`src/design/mem_req_pkg.sv`:
```
// Memory request unit definitions

package mem_req_pkg;

  // Word and byte-lane geometry
  localparam int XLEN    = 32;
  localparam int SEL_W   = 4;
  localparam int BYTE_W  = XLEN / SEL_W;
  localparam int OFS_W   = $clog2(SEL_W);
  localparam int BYTE_SH = $clog2(BYTE_W);
  localparam int SHAMT_W = $clog2(XLEN);

  // Byte select patterns before lane shifting
  localparam logic [SEL_W-1:0] SEL_BYTE = 4'b0001;
  localparam logic [SEL_W-1:0] SEL_HALF = 4'b0011;
  localparam logic [SEL_W-1:0] SEL_ALL  = 4'b1111;

  // Load/store access width
  typedef enum logic [1:0] {
    WIDTH_BYTE = 2'b00,
    WIDTH_HALF = 2'b01,
    WIDTH_WORD = 2'b10
  } width_e;

  // Arbiter FSM
  typedef enum logic [1:0] {
    ARB_IDLE = 2'b00,
    ARB_REQ  = 2'b01,
    ARB_WAIT = 2'b10
  } arb_state_e;

endpackage

```
`src/design/mem_req_if.sv`:
```
// Requester to arbiter bundle

interface mem_req_if;

  // Request side held until done
  logic                           read;
  logic                           write;
  logic [mem_req_pkg::XLEN-1:0]   adr;
  logic [mem_req_pkg::XLEN-1:0]   wdata;
  logic [mem_req_pkg::SEL_W-1:0]  sel;

  // Completion with rdata valid alongside done
  logic [mem_req_pkg::XLEN-1:0]   rdata;
  logic                           done;

  modport requester (
    output read,
    output write,
    output adr,
    output wdata,
    output sel,
    input  rdata,
    input  done
  );

  modport arbiter (
    input  read,
    input  write,
    input  adr,
    input  wdata,
    input  sel,
    output rdata,
    output done
  );

endinterface

```
`src/design/data_port.sv`:
```
// Load/store data port

module data_port (
  input  logic                         clk,
  input  logic                         reset_i,
  input  logic                         load_i,
  input  logic                         store_i,
  input  logic [mem_req_pkg::XLEN-1:0] addr_i,
  input  logic [mem_req_pkg::XLEN-1:0] wdata_i,
  input  mem_req_pkg::width_e          width_i,
  input  logic                         unsigned_i,
  output logic [mem_req_pkg::XLEN-1:0] load_data_o,
  output logic                         dhit_o,
  output logic                         data_fault_o,
  mem_req_if.requester                 req
);

  logic                              pending_q;
  logic                              write_q;
  logic                              unsigned_q;
  mem_req_pkg::width_e               width_q;
  logic [mem_req_pkg::OFS_W-1:0]     ofs_q;
  logic [mem_req_pkg::XLEN-1:0]      adr_q;
  logic [mem_req_pkg::XLEN-1:0]      wdata_q;
  logic [mem_req_pkg::SEL_W-1:0]     sel_q;

  logic                              start;
  logic                              misaligned;
  logic [mem_req_pkg::SEL_W-1:0]     sel_d;
  logic [mem_req_pkg::SHAMT_W-1:0]   wr_shift;
  logic [mem_req_pkg::SHAMT_W-1:0]   rd_shift;
  logic [mem_req_pkg::XLEN-1:0]      lane_word;
  logic [mem_req_pkg::XLEN-1:0]      ext_word;

  assign start = !pending_q && (load_i || store_i);

  // Lane selects and alignment check
  always_comb begin
    case (width_i)
      mem_req_pkg::WIDTH_BYTE: begin
        sel_d      = mem_req_pkg::SEL_BYTE << addr_i[mem_req_pkg::OFS_W-1:0];
        misaligned = 1'b0;
      end
      mem_req_pkg::WIDTH_HALF: begin
        sel_d      = mem_req_pkg::SEL_HALF << addr_i[mem_req_pkg::OFS_W-1:0];
        misaligned = addr_i[0];
      end
      default: begin
        sel_d      = mem_req_pkg::SEL_ALL;
        misaligned = |addr_i[mem_req_pkg::OFS_W-1:0];
      end
    endcase
  end

  // Byte offset scaled to a bit shift
  assign wr_shift = {addr_i[mem_req_pkg::OFS_W-1:0], {mem_req_pkg::BYTE_SH{1'b0}}};
  assign rd_shift = {ofs_q, {mem_req_pkg::BYTE_SH{1'b0}}};

  // Move the addressed lanes down, then extend
  assign lane_word = req.rdata >> rd_shift;

  always_comb begin
    case (width_q)
      mem_req_pkg::WIDTH_BYTE: begin
        ext_word = {{(mem_req_pkg::XLEN - mem_req_pkg::BYTE_W)
                     {~unsigned_q & lane_word[mem_req_pkg::BYTE_W-1]}},
                    lane_word[mem_req_pkg::BYTE_W-1:0]};
      end
      mem_req_pkg::WIDTH_HALF: begin
        ext_word = {{(mem_req_pkg::XLEN - 2 * mem_req_pkg::BYTE_W)
                     {~unsigned_q & lane_word[2*mem_req_pkg::BYTE_W-1]}},
                    lane_word[2*mem_req_pkg::BYTE_W-1:0]};
      end
      default: ext_word = req.rdata;
    endcase
  end

  always_ff @(posedge clk) begin
    if (reset_i) begin
      pending_q    <= 1'b0;
      dhit_o       <= 1'b0;
      data_fault_o <= 1'b0;
    end else begin
      dhit_o       <= 1'b0;
      data_fault_o <= 1'b0;
      if (pending_q) begin
        if (req.done) begin
          pending_q <= 1'b0;
          dhit_o    <= 1'b1;
        end
      end else if (start) begin
        if (misaligned) begin
          data_fault_o <= 1'b1;
        end else begin
          pending_q <= 1'b1;
        end
      end
    end
  end

  // Request payload and load result
  always_ff @(posedge clk) begin
    if (start) begin
      write_q    <= store_i;
      unsigned_q <= unsigned_i;
      width_q    <= width_i;
      ofs_q      <= addr_i[mem_req_pkg::OFS_W-1:0];
      adr_q      <= {addr_i[mem_req_pkg::XLEN-1:mem_req_pkg::OFS_W],
                     {mem_req_pkg::OFS_W{1'b0}}};
      wdata_q    <= wdata_i << wr_shift;
      sel_q      <= sel_d;
    end
    if (pending_q && req.done && !write_q) begin
      load_data_o <= ext_word;
    end
  end

  assign req.read  = pending_q & ~write_q;
  assign req.write = pending_q & write_q;
  assign req.adr   = adr_q;
  assign req.wdata = wdata_q;
  assign req.sel   = sel_q;

  // A live request has lanes and one direction
  assert property (@(posedge clk) disable iff (reset_i)
    (req.read || req.write) |-> (req.sel != '0) && !(req.read && req.write));

endmodule

```
`src/design/fetch_port.sv`:
```
// Instruction fetch port

module fetch_port (
  input  logic                         clk,
  input  logic                         reset_i,
  input  logic                         fetch_i,
  input  logic [mem_req_pkg::XLEN-1:0] pc_i,
  output logic [mem_req_pkg::XLEN-1:0] instruction_o,
  output logic                         ihit_o,
  output logic                         fetch_fault_o,
  mem_req_if.requester                 req
);

  logic                         pending_q;
  logic [mem_req_pkg::XLEN-1:0] pc_q;
  logic                         misaligned;

  assign misaligned = |pc_i[mem_req_pkg::OFS_W-1:0];

  // Pending flag and hit/fault pulses
  always_ff @(posedge clk) begin
    if (reset_i) begin
      pending_q     <= 1'b0;
      ihit_o        <= 1'b0;
      fetch_fault_o <= 1'b0;
    end else begin
      ihit_o        <= 1'b0;
      fetch_fault_o <= 1'b0;
      if (pending_q) begin
        if (req.done) begin
          pending_q <= 1'b0;
          ihit_o    <= 1'b1;
        end
      end else if (fetch_i) begin
        // Misaligned pc never reaches the bus
        if (misaligned) begin
          fetch_fault_o <= 1'b1;
        end else begin
          pending_q <= 1'b1;
        end
      end
    end
  end

  // Address and returned word
  always_ff @(posedge clk) begin
    if (!pending_q && fetch_i) begin
      pc_q <= pc_i;
    end
    if (pending_q && req.done) begin
      instruction_o <= req.rdata;
    end
  end

  // Always a full word read
  assign req.read  = pending_q;
  assign req.write = 1'b0;
  assign req.adr   = pc_q;
  assign req.wdata = '0;
  assign req.sel   = mem_req_pkg::SEL_ALL;

  // Completion only arrives for a live read, never a write
  assert property (@(posedge clk) disable iff (reset_i)
    req.done |-> (req.read && !req.write));

endmodule

```
`src/design/mem_request_top.sv`:
```
// Memory request unit top level

module mem_request_top (
  input  logic                          clk,
  input  logic                          reset_i,

  // Instruction fetch
  input  logic                          fetch_i,
  input  logic [mem_req_pkg::XLEN-1:0]  pc_i,
  output logic [mem_req_pkg::XLEN-1:0]  instruction_o,
  output logic                          ihit_o,
  output logic                          fetch_fault_o,

  // Load/store
  input  logic                          load_i,
  input  logic                          store_i,
  input  logic [mem_req_pkg::XLEN-1:0]  addr_i,
  input  logic [mem_req_pkg::XLEN-1:0]  wdata_i,
  input  mem_req_pkg::width_e           width_i,
  input  logic                          unsigned_i,
  output logic [mem_req_pkg::XLEN-1:0]  load_data_o,
  output logic                          dhit_o,
  output logic                          data_fault_o,

  // Bus master
  input  logic                          busy_i,
  input  logic [mem_req_pkg::XLEN-1:0]  dat_i,
  output logic [mem_req_pkg::XLEN-1:0]  dat_o,
  output logic [mem_req_pkg::XLEN-1:0]  adr_o,
  output logic [mem_req_pkg::SEL_W-1:0] sel_o,
  output logic                          read_o,
  output logic                          write_o
);

  mem_req_if fetch_bus ();
  mem_req_if data_bus ();

  fetch_port i_fetch_port (
    .clk           (clk),
    .reset_i       (reset_i),
    .fetch_i       (fetch_i),
    .pc_i          (pc_i),
    .instruction_o (instruction_o),
    .ihit_o        (ihit_o),
    .fetch_fault_o (fetch_fault_o),
    .req           (fetch_bus.requester)
  );

  data_port i_data_port (
    .clk          (clk),
    .reset_i      (reset_i),
    .load_i       (load_i),
    .store_i      (store_i),
    .addr_i       (addr_i),
    .wdata_i      (wdata_i),
    .width_i      (width_i),
    .unsigned_i   (unsigned_i),
    .load_data_o  (load_data_o),
    .dhit_o       (dhit_o),
    .data_fault_o (data_fault_o),
    .req          (data_bus.requester)
  );

  request_arbiter i_request_arbiter (
    .clk       (clk),
    .reset_i   (reset_i),
    .fetch_req (fetch_bus.arbiter),
    .data_req  (data_bus.arbiter),
    .busy_i    (busy_i),
    .dat_i     (dat_i),
    .dat_o     (dat_o),
    .adr_o     (adr_o),
    .sel_o     (sel_o),
    .read_o    (read_o),
    .write_o   (write_o)
  );

endmodule

```
`src/design/request_arbiter.sv`:
```
// Bus request arbiter

module request_arbiter (
  input  logic                          clk,
  input  logic                          reset_i,
  mem_req_if.arbiter                    fetch_req,
  mem_req_if.arbiter                    data_req,
  input  logic                          busy_i,
  input  logic [mem_req_pkg::XLEN-1:0]  dat_i,
  output logic [mem_req_pkg::XLEN-1:0]  dat_o,
  output logic [mem_req_pkg::XLEN-1:0]  adr_o,
  output logic [mem_req_pkg::SEL_W-1:0] sel_o,
  output logic                          read_o,
  output logic                          write_o
);

  mem_req_pkg::arb_state_e      state_q;
  logic                         owner_data_q;
  logic                         seen_busy_q;
  logic                         done_q;
  logic                         write_q;
  logic [mem_req_pkg::XLEN-1:0] rdata_q;

  logic                         data_done;
  logic                         fetch_done;
  logic                         data_pend;
  logic                         fetch_pend;
  logic                         bus_end;

  assign data_done  = done_q & owner_data_q;
  assign fetch_done = done_q & ~owner_data_q;

  // A request completing this cycle is dropped next cycle, so mask it
  assign data_pend  = (data_req.read | data_req.write) & ~data_done;
  assign fetch_pend = (fetch_req.read | fetch_req.write) & ~fetch_done;

  // First low busy after it was seen high
  assign bus_end = (state_q == mem_req_pkg::ARB_WAIT) && seen_busy_q && !busy_i;

  always_ff @(posedge clk) begin
    if (reset_i) begin
      state_q      <= mem_req_pkg::ARB_IDLE;
      owner_data_q <= 1'b0;
      seen_busy_q  <= 1'b0;
      done_q       <= 1'b0;
    end else begin
      done_q <= 1'b0;
      case (state_q)
        mem_req_pkg::ARB_IDLE: begin
          // Data wins over fetch
          if (data_pend) begin
            owner_data_q <= 1'b1;
            state_q      <= mem_req_pkg::ARB_REQ;
          end else if (fetch_pend) begin
            owner_data_q <= 1'b0;
            state_q      <= mem_req_pkg::ARB_REQ;
          end
        end
        mem_req_pkg::ARB_REQ: begin
          seen_busy_q <= 1'b0;
          state_q     <= mem_req_pkg::ARB_WAIT;
        end
        mem_req_pkg::ARB_WAIT: begin
          if (busy_i) begin
            seen_busy_q <= 1'b1;
          end else if (seen_busy_q) begin
            done_q  <= 1'b1;
            state_q <= mem_req_pkg::ARB_IDLE;
          end
        end
        default: state_q <= mem_req_pkg::ARB_IDLE;
      endcase
    end
  end

  // Bus payload taken from the winner at grant
  always_ff @(posedge clk) begin
    if (state_q == mem_req_pkg::ARB_IDLE) begin
      if (data_pend) begin
        write_q <= data_req.write;
        adr_o   <= data_req.adr;
        sel_o   <= data_req.sel;
        dat_o   <= data_req.wdata;
      end else if (fetch_pend) begin
        write_q <= fetch_req.write;
        adr_o   <= fetch_req.adr;
        sel_o   <= fetch_req.sel;
        dat_o   <= fetch_req.wdata;
      end
    end
    if (bus_end) begin
      rdata_q <= dat_i;
    end
  end

  // One-cycle strobe while in ARB_REQ
  assign read_o  = (state_q == mem_req_pkg::ARB_REQ) & ~write_q;
  assign write_o = (state_q == mem_req_pkg::ARB_REQ) & write_q;

  // Completion goes back to the owner only
  assign data_req.done   = data_done;
  assign fetch_req.done  = fetch_done;
  assign data_req.rdata  = owner_data_q ? rdata_q : '0;
  assign fetch_req.rdata = owner_data_q ? '0 : rdata_q;

  // Strobes are single-cycle and exclusive
  assert property (@(posedge clk) disable iff (reset_i)
    (read_o || write_o) |-> !(read_o && write_o) ##1 !(read_o || write_o));

  // done lands only on a requester still holding its request
  assert property (@(posedge clk) disable iff (reset_i)
    done_q |-> (owner_data_q ? (data_req.read || data_req.write) : fetch_req.read));

endmodule

```
`config.mk`:
```
export PLATFORM = sky130hd
export DESIGN_NAME = mem_request_top
export DESIGN_NICKNAME = d
export VERILOG_FILES = /design/src/design/mem_req_pkg.sv /design/src/design/mem_req_if.sv /design/src/design/data_port.sv /design/src/design/fetch_port.sv /design/src/design/mem_request_top.sv /design/src/design/request_arbiter.sv
export SDC_FILE = /design/constraint.sdc
export NUM_CORES = 1
export LEC_CHECK = 0
export BUFFER_PORTS_ARGS = -buffer_cell sky130_fd_sc_hd__buf_2
export CAP_MARGIN = 20
export CORE_AREA = 2 2 178 180
export CTS_CLUSTER_SIZE = 10
export DETAILED_ROUTE_END_ITERATION = 7
export DIE_AREA = 0 0 180 182
export SYNTH_ARGS = -nofsm -noshare
export SYNTH_HDL_FRONTEND = slang
export SYNTH_SLANG_ARGS = --single-unit
```
`constraint.sdc`:
```
create_clock -name clk -period 5.6 [get_ports clk]
set_input_delay 0.28 -clock clk [delete_from_list [all_inputs] [get_ports clk]]
set_output_delay 0.28 -clock clk [all_outputs]
set_load 0.1 [all_outputs]
```
# Word level (Yosys, flattened, before mapping)
# Index checks and enable logic that the tools add are counted.
# W data, S select, Z words.
# word_totals
register_bits,280
inputBits,137
wordCells,120
# op_classes
eq_ne,8
shifts,4
muxes,33
bitwise_logic,22
n_reduce_logical,27
# ops
operator,count
$mux W32,5
$pmux W32 S2,1
$shl A32 B5 Y32,1
$shr A32 B5 Y16,1
$mux W1,17
$not A1 Y1,11
$and A1 B1 Y1,10
$reduce_or A3 Y1,3
$mux W2,4
$mux W4,2
$pmux W4 S2,1
$reduce_or A2 Y1,4
$logic_and A1 B1 Y1,7
$eq A2 B1 Y1 const B,3
$logic_not A2 Y1,3
$pmux W2 S3,1
$logic_not A1 Y1,4
$ne A2 B2 Y1 const B,2
$pmux W1 S2,2
$reduce_and A2 Y1,2
$reduce_bool A2 Y1,2
$shl A1 B2 Y4 const A,1
$shl A2 B2 Y4 const A,1
$ne A3 B1 Y1 const B,1
other kinds (5),5

# Longest topological paths before layout
# Gate-level depths: netlist (run 1).
# depth
ltp_word,7
mapped_depth,6
mapped_depth_nobuf,4

# Cells and area by module
# From an unflattened synthesis (run 1), not the netlist that was laid out.
# unflattened
hier_cells,721
hier_area_um2,11528.6
# by_module_without_submodules
module,instances,cells_per_inst,area_each_um2
data_port,1,329,4616.9
request_arbiter,1,278,4588.2
fetch_port,1,114,2323.5

# Worst setup path after synthesis (run 1)
# Ideal clock, no wire load.
# synth_path
path_type,register to register
startpoint,reg i_request_arbiter.owner_data_q
endpoint,"reg i_request_arbiter.adr_o[0] in the netlist's numbering, enable pin"
setup_time_ps,496
arrival_ps,3551
path_slack_ps,1553
stages_incl_launch_ff,4
n_path_buf,0
synth_period_minus_slack_ps,4047
path_cell_list,dfxtp_1 nand2b_1 a21oi_1 nor2_1
# synth_between
elab_chain_len,6
elab_cells_between_ends,9
cone_classes,7 x bitwise; 2 x reduce/logical
# synth_rtl
item,line,text
start: declaration,request_arbiter.sv:18,logic owner_data_q;
start signal: assignment,request_arbiter.sv:43,owner_data_q <= 1'b0;
start signal: assignment,request_arbiter.sv:52,owner_data_q <= 1'b1;
start signal: assignment,request_arbiter.sv:55,owner_data_q <= 1'b0;
$not A1 Y1,request_arbiter.sv:31,assign fetch_done = done_q & ~owner_data_q;
$and A1 B1 Y1,request_arbiter.sv:31,
$not A1 Y1,request_arbiter.sv:35,assign fetch_pend = (fetch_req.read | fetch_req.write) & ~fetch_done;
$and A1 B1 Y1,request_arbiter.sv:35,
$reduce_bool A2 Y1 (no line) *,-,
$reduce_and A2 Y1 (no line) *,-,
end signal: assignment,request_arbiter.sv:81,adr_o <= data_req.adr;
end signal: assignment,request_arbiter.sv:86,adr_o <= fetch_req.adr;
end: declaration,request_arbiter.sv:11,"output logic [mem_req_pkg::XLEN-1:0] adr_o,"
# Every way passes the cells marked *; elsewhere a longest branch is shown, timed or not.
# A chain may end at the register's enable or synchronous reset.

# Worst setup path in the final report (run 1)
# layout_path
startpoint,reg i_request_arbiter.owner_data_q
endpoint,"reg i_request_arbiter.dat_o[19] in the netlist's numbering, enable pin"
# layout_between
elab_chain_len,6
elab_cells_between_ends,9
cone_classes,7 x bitwise; 2 x reduce/logical
# layout_rtl
item,line,text
$not A1 Y1,request_arbiter.sv:31,
$and A1 B1 Y1,request_arbiter.sv:31,
$not A1 Y1,request_arbiter.sv:35,
$and A1 B1 Y1,request_arbiter.sv:35,
$reduce_bool A2 Y1 (no line) *,-,
$reduce_and A2 Y1 (no line) *,-,
end signal: assignment,request_arbiter.sv:83,dat_o <= data_req.wdata;
end signal: assignment,request_arbiter.sv:88,dat_o <= fetch_req.wdata;
end: declaration,request_arbiter.sv:10,"output logic [mem_req_pkg::XLEN-1:0] dat_o,"
# Marks and branches as above.

==> impl_metrics.py, run 1 <==
metrics = {
    "status": {
        "status": "finished, final reports clean",
    },
    "sta": {
        "min_period_ns": 2.862,
        "fmax_mhz": 349.4,
        "worst_slack_ns": 2.738,
        "relSlewSlack_pct": 29.81,
        "finalSetupTns_ns": 0,
        "hold_viol": 0,
        "grt_setup_unrepaired": "no",
        "fin_crit_sh_pct": 51.10,
        "skew_ns": 0.02053,
        "drv_slew": 0,
        "worst_slew_pin_slew_ns": 1.051,
        "setup_viol": 0,
    },
    "synthesis": {
        "yosysUniqueCellTypes": 43,
        "yosysWarnings": 0,
        "syn_nets": 778,
        "ys_seq_elements": 280,
        "ys_seq_area_share_pct": 77.79,
        "avgSynthCellArea_um2": 16.64,
        "netlist_instances": 641,
        "syn-cell-area_um2": 10670,
    },
    "setup_path": {
        "cp-start-kind": "register",
        "cp-end-kind": "register",
        "crit_type": "reg -> reg",
        "crit_arrival_ns": 3.00,
        "critical_path_required_ns": 5.74,
        "crit_chain": "nand2b_1 -> a21oi_1 -> nor2_4 -> buf_12 -> buf_4",
        "worst-path-buf-inv": 2,
        "slowest_delay_ns": 1.00,
        "cpLargestDelayFamily": "flip-flops",
        "cp_slowest_cell": "dfxtp_2",
        "worstPathMaxFanout": 52,
    },
    "die": {
        "fp.dieW_um": 180,
        "core_um2": 30990,
        "fp-row-count": 65,
        "fp.dieH_um": 182,
        "start_util_pct": 34.43,
        "die_area_um2": 32760,
        "ioPinCount": 275,
    },
    "route": {
        "drtIter0Drc": 449,
        "dr.pass1.iters": 5,
        "vias_per_cell": 4.701,
        "totalWireLength_um": 26250,
        "num_vias": 6737,
        "wl_per_cell_um": 18.32,
        "ant_nets": 0,
        "drc_errors": 0,
    },
    "cells_and_area": {
        "final_nets": 1156,
        "final_cell_mix": "274 x buf_2, 269 x edfxtp_1, 96 x dlygate4sd3_1",
        "final_common_cell": "buf_2",
        "drive_gt1_share_pct": 36.02,
        "layoutNonFillerInstCount": 1433,
        "final_area_um2": 14470,
        "syn_to_final_growth_pct": 35.62,
    },
    "clocking": {
        "clk_latency_ns": 0.51,
        "cts_root_buffer": "clkbuf_16",
        "cts_buffers": 34,
        "cts_resized": 0,
        "cts.sinks": 280,
        "clk_pin_slew_ns": 0.06,
        "cts_tree": "done",
        "cts_setup_buffers": 0,
        "clockBufferDepth": 3,
        "htreeDepth": 2,
    },
    "global_routing": {
        "grt_max_degree": 53,
        "grt_pass1_wl_um": 39620,
        "overflow": 0,
        "grt_pass1_vias": 6949,
        "grt_antenna_before_repair": 4,
        "grt_use_total_pct": 15.74,
    },
    "power": {
        "pwr-share-seq_pct": 48.0,
        "power-per-cell-area_nw_per_um2": 364.4,
        "power.net_switching_uw": 1462,
        "power.clock.fraction_pct": 36.9,
        "ir_drop_v": 0.0002568,
        "p_comb_share_pct": 15.2,
        "p_leak_uw": 0.005723,
        "p_int_uw": 3810,
        "switching_share_pct": 27.73,
    },
    "run": {
        "cap_viol_max_count": 0,
    },
    "worst_hold_path": {
        "hp-class": "in -> reg",
    },
    "placed_design": {
        "hpwl_um": 17290,
        "port_buffers": 274,
        "gp_congestion": 0.8165,
        "dp.cells": 1287,
        "dp_slack_ns": 2.232,
        "dpl_cell_area_um2": 12480,
    },
}
registers in the layout, indices dropped and copies added (netlist names), 2 cells and up:
signal / count
i_request_arbiter.dat_o: 32
i_request_arbiter.adr_o: 32
i_data_port.req.adr: 30
i_fetch_port.req.adr: 32
i_request_arbiter.rdata_q: 32
i_data_port.width_q: 2
i_data_port.req.sel: 4
i_request_arbiter.sel_o: 4
i_data_port.ofs_q: 2
i_fetch_port.instruction_o: 32
i_request_arbiter.state_q: 2
i_data_port.load_data_o: 32
i_data_port.req.wdata: 32
power by group through the flow:
stage	Sequential, uW	Clock [uW]	Combinational (uW)
CTS	2540	1990	793
finish	2530	1940	800
detailed placement	2580	0	739
global placement	2570	0	731
global route	2540	2080	841
floorplan	2930	0	208
layout make-up:
cell class | count | area [um^2]
repair buffers | 376 | 2417
multi-input cells | 323 | 2258
clock inverters | 5 | 70.07
clock buffers | 42 | 902.1
diodes | 1 | 2.502
fillers | 2691 | 16520
well taps | 402 | 503.0
flip-flops and latches | 280 | 8299
inverters | 4 | 15.01
repair_timing:
item | in CTS | in global routing
endpoints found under the setup margin | 0 | 0
hold buffers | 96 | 0
hold endpoints to repair | 96 | 0
stage by stage:
| stage | utilization, % | total power [uW] | hold WS (ns) |
|---|---|---|---|
| after global routing | 46.69 | 5469 | 0.05247 |
| final | 46.69 | 5272 | 0.06937 |
| after global placement | 40.24 | 3306 | 0.4570 |
| after detailed placement | 40.29 | 3314 | 0.4581 |
| after floorplan | - | 3133 | 0.3567 |
| after CTS | 46.53 | 5321 | 0.02855 |
cell families after synthesis:
| kind of cell | after synthesis | synth area share, % |
|---|---|---|
| AND/OR/NAND/NOR | 178 | 9.102 |
| AO/OA/AOI/OAI | 89 | 5.935 |
| flip-flops | 280 | 77.79 |
| buffers and inverters | 38 | 1.478 |
| multiplexers | 56 | 5.700 |
final timing paths:
check                                                             endpoint                                        start  depth (start not counted)  slack [ns]
worst max-delay path             i_request_arbiter.dat_o[19]$_SDFFCE_PP0P_  i_request_arbiter.owner_data_q$_SDFFE_PP0P_                          5        2.74
worst min-delay path                      i_data_port.width_q[1]$_DFFE_PN_                                   width_i[1]                          1        0.07
worst max register to register   i_request_arbiter.dat_o[19]$_SDFFCE_PP0P_  i_request_arbiter.owner_data_q$_SDFFE_PP0P_                          5        2.74
worst min register to register  i_request_arbiter.seen_busy_q$_SDFFE_PP0P_   i_request_arbiter.seen_busy_q$_SDFFE_PP0P_                          2        0.50
synth_stat cells:
master,instances,area (um^2)
nor4b_1,1,8.760
inv_1,4,15.01
o32a_1,1,10.01
nand2_1,24,90.09
o221a_2,7,78.83
mux2_2,31,349.1
a211o_1,1,8.760
nor3b_1,1,7.510
clkbuf_1,25,93.84
nor2_1,35,131.4
mux2_4,1,15.01
a21o_1,17,127.6
o21bai_1,1,7.510
a22oi_1,1,7.510
buf_1,2,7.510
and2_0,1,6.260
a32oi_1,1,8.760
dfxtp_1,11,220.2
a21oi_1,19,95.09
o21a_1,1,7.510
and3b_1,1,8.760
buf_6,1,11.26
nor3_1,4,20.02
nor3_2,1,10.01
nand2b_1,13,81.33
a211oi_2,1,12.51
mux2i_2,1,13.76
buf_2,6,30.03
a211oi_1,9,67.56
nand3b_1,1,7.510
a2111oi_0,1,8.760
nand3_1,1,5.000
edfxtp_1,269,8078
nor2b_1,48,300.3
or2_2,2,12.51
mux2i_1,23,230.2
o21ai_0,21,105.1
nor4_1,1,6.260
a211oi_4,1,20.02
and3_1,34,212.7
a221o_1,6,60.06
a21boi_0,1,7.510
and2_1,10,62.56
per-layer routing:
layer / vias to the layer above / share of wire [%] / GRT usage [%]
li1: 3169 / - / -
met1: 3271 / 41 / 19.80
met2: 242 / 50 / 26.91
met3: 49 / 6.4 / 3.751
met4: 6 / 2.3 / 4.943
met5: - / 0.13 / 0
(Power assumes the default switching activity.)
==> run 2: changes to the inputs <==
==> constraint.sdc (replaced) <==
create_clock -name clk -period 2.4 [get_ports clk]
set_input_delay 0.12 -clock clk [delete_from_list [all_inputs] [get_ports clk]]
set_output_delay 0.12 -clock clk [all_outputs]
set_load 0.1 [all_outputs]
==> impl_metrics.py, run 2 (synthesis results as in run 1) <==
metrics = {
    "setup_path": {
        "worst-path-buf-inv": 2,
        "cp-start-kind": "register",
        "cp-end-kind": "register",
        "slowest_delay_ns": 0.41,
        "crit_path_frequent_cell": "buf_4",
        "worstPathMaxFanout": 34,
        "crit_type": "reg -> reg",
        "cpLargestDelayFamily": "buffers and inverters",
        "crit_chain": "nand2_1 -> buf_4 -> o21ai_0 -> nor2_4 -> buf_4",
        "crit_arrival_ns": 2.08,
        "cp_slowest_cell": "dfxtp_2",
        "critical_path_required_ns": 2.55,
    },
    "die": {
        "fp.dieW_um": 180,
        "fp.dieH_um": 182,
        "start_util_pct": 34.43,
        "ioPinCount": 275,
        "fp-row-count": 65,
        "core_um2": 30990,
        "die_area_um2": 32760,
    },
    "sta": {
        "grt_setup_unrepaired": "no",
        "finalSetupTns_ns": 0,
        "relSlewSlack_pct": 58.72,
        "skew_ns": 0.01468,
        "worst_slack_ns": 0.4660,
        "min_period_ns": 1.934,
        "fmax_mhz": 517.1,
        "drv_slew": 0,
        "hold_viol": 0,
        "fin_crit_sh_pct": 80.58,
        "worst_slew_pin_slew_ns": 0.6191,
        "setup_viol": 0,
    },
    "cells_and_area": {
        "final_area_um2": 14900,
        "final_nets": 1198,
        "syn_to_final_growth_pct": 39.70,
        "multiInputGateArea_um2": 2253,
        "fill_cells": 2686,
        "fin_util_pct": 48.10,
        "final_common_cell": "buf_2",
        "drive_gt1_share_pct": 36.20,
        "seq_area_um2": 8299,
        "final_cell_mix": "274 x buf_2, 269 x edfxtp_1, 121 x dlygate4sd3_1",
    },
    "power": {
        "ir_drop_v": 0.0004887,
        "power-per-cell-area_nw_per_um2": 840.4,
        "switching_share_pct": 27.08,
        "p_comb_share_pct": 15.7,
        "power.clock.fraction_pct": 37.6,
        "p_leak_uw": 0.005943,
        "power.net_switching_uw": 3391,
        "p_int_uw": 9133,
        "pwr-share-seq_pct": 46.7,
    },
    "clocking": {
        "cts_root_buffer": "clkbuf_16",
        "hold_buffers": 121,
        "cts_tree": "done",
        "cts_setup_buffers": 0,
        "cts_buffers": 35,
        "cts.sinks": 280,
        "clk_latency_ns": 0.50,
        "cts_resized": 0,
        "clk_pin_slew_ns": 0.05,
        "clockBufferDepth": 3,
        "htreeDepth": 2,
    },
    "placed_design": {
        "gp_congestion": 0.7605,
        "hpwl_um": 17730,
        "dpl_cell_area_um2": 12670,
        "dp_slack_ns": 0.4498,
        "port_buffers": 274,
    },
    "global_routing": {
        "grt_use_total_pct": 15.86,
        "grt_pass1_vias": 7029,
        "grt_max_degree": 46,
        "grt_antenna_before_repair": 2,
        "overflow": 0,
        "grt_pass1_wl_um": 40020,
    },
    "route": {
        "vias_per_cell": 4.638,
        "drtIter0Drc": 345,
        "wl_per_cell_um": 17.97,
        "dr.pass1.iters": 4,
        "totalWireLength_um": 26670,
        "num_vias": 6883,
        "ant_nets": 0,
        "drc_errors": 0,
    },
    "run": {
        "cap_viol_max_count": 0,
    },
    "status": {
        "status": "finished, final reports clean",
    },
    "worst_hold_path": {
        "hp-class": "in -> reg",
    },
}
## run 2: cell count changes in the layout (fill, tap and decap cells not counted), sizes merged
| cell | previous run | this run |
|---|---|---|
| clkbuf | 42 | 49 |
| clkinv | 5 | 3 |
| diode | 1 | 2 |
| bufinv | 0 | 1 |
| buf | 280 | 296 |
| inv | 4 | 7 |
| dlygate4sd3 | 96 | 121 |
## run 2: worst reg2reg max path: cells and delay by family (launching register included)
family	cells	cell delay, ns
AOI/OAI and AO/OA	1	0.23
buffers and inverters	2	0.66
DFF	1	0.41
and+or+nand+nor	2	0.28
## run 2: area by class of cell
| class | instances | share of cell area, % |
|---|---|---|
| Sequential cell | 280 | 55.69 |
| Tap cell | 402 | 3.375 |
| Inverter | 4 | 0.1007 |
| Clock buffer | 49 | 6.364 |
| Multi-Input combinational cell | 323 | 15.12 |
| Antenna cell | 2 | 0.03358 |
| Timing Repair Buffer | 417 | 18.86 |
| Clock inverter | 7 | 0.4618 |
## run 2: per-stage QoR
stage          power (uW)  std cells  hold WS [ns]
5_1_grt             12990       1483       0.04070
3_3_place_gp         7752       1305        0.2969
3_5_place_dp         7770       1305        0.2981
2_1_floorplan        7298        641        0.1967
4_1_cts             12680       1482      0.006729
6_report            12520       1484       0.01562
## run 2: power groups by stage
stage / Clock (uW) / Sequential (uW) / Combinational [uW]
5_1_grt: 5040 / 5880 / 2080
4_1_cts: 4850 / 5850 / 1990
2_1_floorplan: 0 / 6800 / 493
3_3_place_gp: 0 / 5940 / 1810
6_report: 4710 / 5850 / 1970
3_5_place_dp: 0 / 5940 / 1830
## run 2: worst paths after layout
check | end | cells after the start | start | slack [ns]
max | i_request_arbiter.adr_o[11]$_DFFE_PP_ | 5 | i_request_arbiter.owner_data_q$_SDFFE_PP0P_ | 0.47
min reg2reg | i_request_arbiter.seen_busy_q$_SDFFE_PP0P_ | 2 | i_request_arbiter.seen_busy_q$_SDFFE_PP0P_ | 0.48
min | i_data_port.req.wdata[30]$_DFFE_PN_ | 3 | wdata_i[22] | 0.02
max reg2reg | i_request_arbiter.adr_o[11]$_DFFE_PP_ | 5 | i_request_arbiter.owner_data_q$_SDFFE_PP0P_ | 0.47
## run 2: layer usage
metal | part of all wire [%] | global-route usage, %
met1 | 40 | 19.14
met4 | 1.6 | 3.837
met2 | 50 | 27.68
met3 | 8.6 | 4.974
met5 | 0 | 0
==> run 3: changes to the inputs <==
==> constraint.sdc (replaced) <==
create_clock -name clk -period 1.77 [get_ports clk]
set_input_delay 0.0885 -clock clk [delete_from_list [all_inputs] [get_ports clk]]
set_output_delay 0.0885 -clock clk [all_outputs]
set_load 0.1 [all_outputs]
==> impl_metrics.py, run 3 (synthesis results as in run 1) <==
metrics = {
    "sta": {
        "setup_viol": 0,
        "hold_viol": 0,
        "worst_slew_pin_slew_ns": 0.8198,
        "skew_ns": 0.01537,
        "fmax_mhz": 566.4,
        "min_period_ns": 1.766,
        "grt_setup_unrepaired": "yes",
        "hold-worst-slack_ns": 0.01803,
        "drv_slew": 0,
        "fin_crit_sh_pct": 99.75,
        "relSlewSlack_pct": 45.23,
    },
    "placed_design": {
        "hpwl_um": 17890,
        "gp_congestion": 0.8024,
        "port_buffers": 274,
        "dpl_cell_area_um2": 12830,
    },
    "die": {
        "ioPinCount": 275,
        "start_util_pct": 34.43,
        "core_um2": 30990,
        "fp-row-count": 65,
        "fp.dieH_um": 182,
        "fp.dieW_um": 180,
        "die_area_um2": 32760,
    },
    "route": {
        "totalWireLength_um": 26760,
        "dr.pass1.iters": 5,
        "num_vias": 7051,
        "drtIter0Drc": 440,
        "drc_errors": 0,
        "vias_per_cell": 4.694,
        "ant_nets": 0,
        "wl_per_cell_um": 17.82,
    },
    "cells_and_area": {
        "fin_util_pct": 49.23,
        "final_area_um2": 15260,
        "final_nets": 1219,
        "antenna_cells": 0,
        "drive_gt1_share_pct": 37.00,
        "syn_to_final_growth_pct": 43.01,
        "final_common_cell": "buf_2",
        "final_cell_mix": "274 x buf_2, 269 x edfxtp_1, 131 x dlygate4sd3_1",
    },
    "power": {
        "power.net_switching_uw": 4673,
        "power.clock.fraction_pct": 37.7,
        "p_comb_share_pct": 16.1,
        "p_leak_uw": 0.006084,
        "p_int_uw": 12520,
        "ir_drop_v": 0.0008139,
        "power-per-cell-area_nw_per_um2": 1127,
        "power.total_uw": 17190,
        "switching_share_pct": 27.19,
        "pwr-share-seq_pct": 46.1,
    },
    "setup_path": {
        "crit_type": "reg -> reg",
        "cp-start-kind": "register",
        "critical_path_required_ns": 2.01,
        "cp-end-kind": "register",
        "crit_arrival_ns": 2.01,
        "worstPathMaxFanout": 7,
    },
    "clocking": {
        "cts.sinks": 280,
        "htreeDepth": 2,
        "clockBufferDepth": 3,
        "cts_tree": "done",
        "clk_latency_ns": 0.50,
        "cts_root_buffer": "clkbuf_16",
        "cts_buffers": 36,
        "clk_pin_slew_ns": 0.05,
    },
    "status": {
        "status": "finished, final reports clean",
    },
    "global_routing": {
        "grt_pass1_wl_um": 40080,
        "grt_max_degree": 50,
        "overflow": 0,
        "grt_pass1_vias": 7254,
        "grt_antenna_before_repair": 1,
        "grt_use_total_pct": 15.73,
    },
    "run": {
        "cap_viol_max_count": 0,
    },
    "worst_hold_path": {
        "hp-class": "in -> reg",
    },
}
==> run 3: layer usage <==
| metal | wire length [um] | GRT usage [%] |
|---|---|---|
| met4 | 779 | 5.528 |
| met3 | 2212 | 4.994 |
| met1 | 10750 | 18.78 |
| met5 | 0 | 0 |
| met2 | 13030 | 26.82 |
==> run 3: cell type report <==
type	count	area, um^2
fill	2648	15730
sequential	280	8300
timing repair buffer	437	3094
multi-input combinational	323	2298
clock buffer	47	994.7
tap	402	503.0
clock inverter	9	50.05
inverter	4	15.01
==> run 3: worst max-delay path, cell delays in order (launching register included) <==
cell      delay, ns
edfxtp_1       0.45
mux2_4         0.37
buf_6          0.14
mux2i_4        0.18
nor3_4         0.10
a221o_1        0.28
==> run 3: power groups by stage <==
stage | clock network, uW | registers, uW | logic (uW)
floorplan | 0 | 9230 | 682
global placement | 0 | 8050 | 2520
detailed placement | 0 | 8050 | 2540
CTS | 6680 | 7930 | 2780
global route | 6970 | 7960 | 2920
finish | 6490 | 7930 | 2780
==> run 3: final timing paths <==
kind | from | endpoint | slack (ns) | cells after the start
worst max-delay path | i_data_port.ofs_q[1]$_DFFE_PN_ | i_data_port.load_data_o[13]$_DFFE_PP_ | 0.004 | 5
worst min-delay path | load_i | i_data_port.data_fault_o$_SDFF_PP0_ | 0.02 | 3
worst max register to register | i_data_port.ofs_q[1]$_DFFE_PN_ | i_data_port.load_data_o[13]$_DFFE_PP_ | 0.004 | 5
worst min register to register | i_request_arbiter.seen_busy_q$_SDFFE_PP0P_ | i_request_arbiter.seen_busy_q$_SDFFE_PP0P_ | 0.49 | 2
==> run 3: metrics by stage <==
step	setup WS, ns	setup TNS [ns]	cells
global placement	0.05358	0	1313
detailed placement	0.002030	0	1313
finish	0.004426	0	1502
CTS	-0.01469	-0.02654	1500
floorplan	-0.3774	-37.90	641
global route	-0.04194	-0.4552	1502
==> run 3: timing repair <==
item,CTS,global route
gates resized for setup,1,5
setup buffers,0,1
endpoints found under the hold margin,144,0
hold buffers,131,0
gates cloned,0,1
endpoints found under the setup margin,8,23
pin swaps,0,3
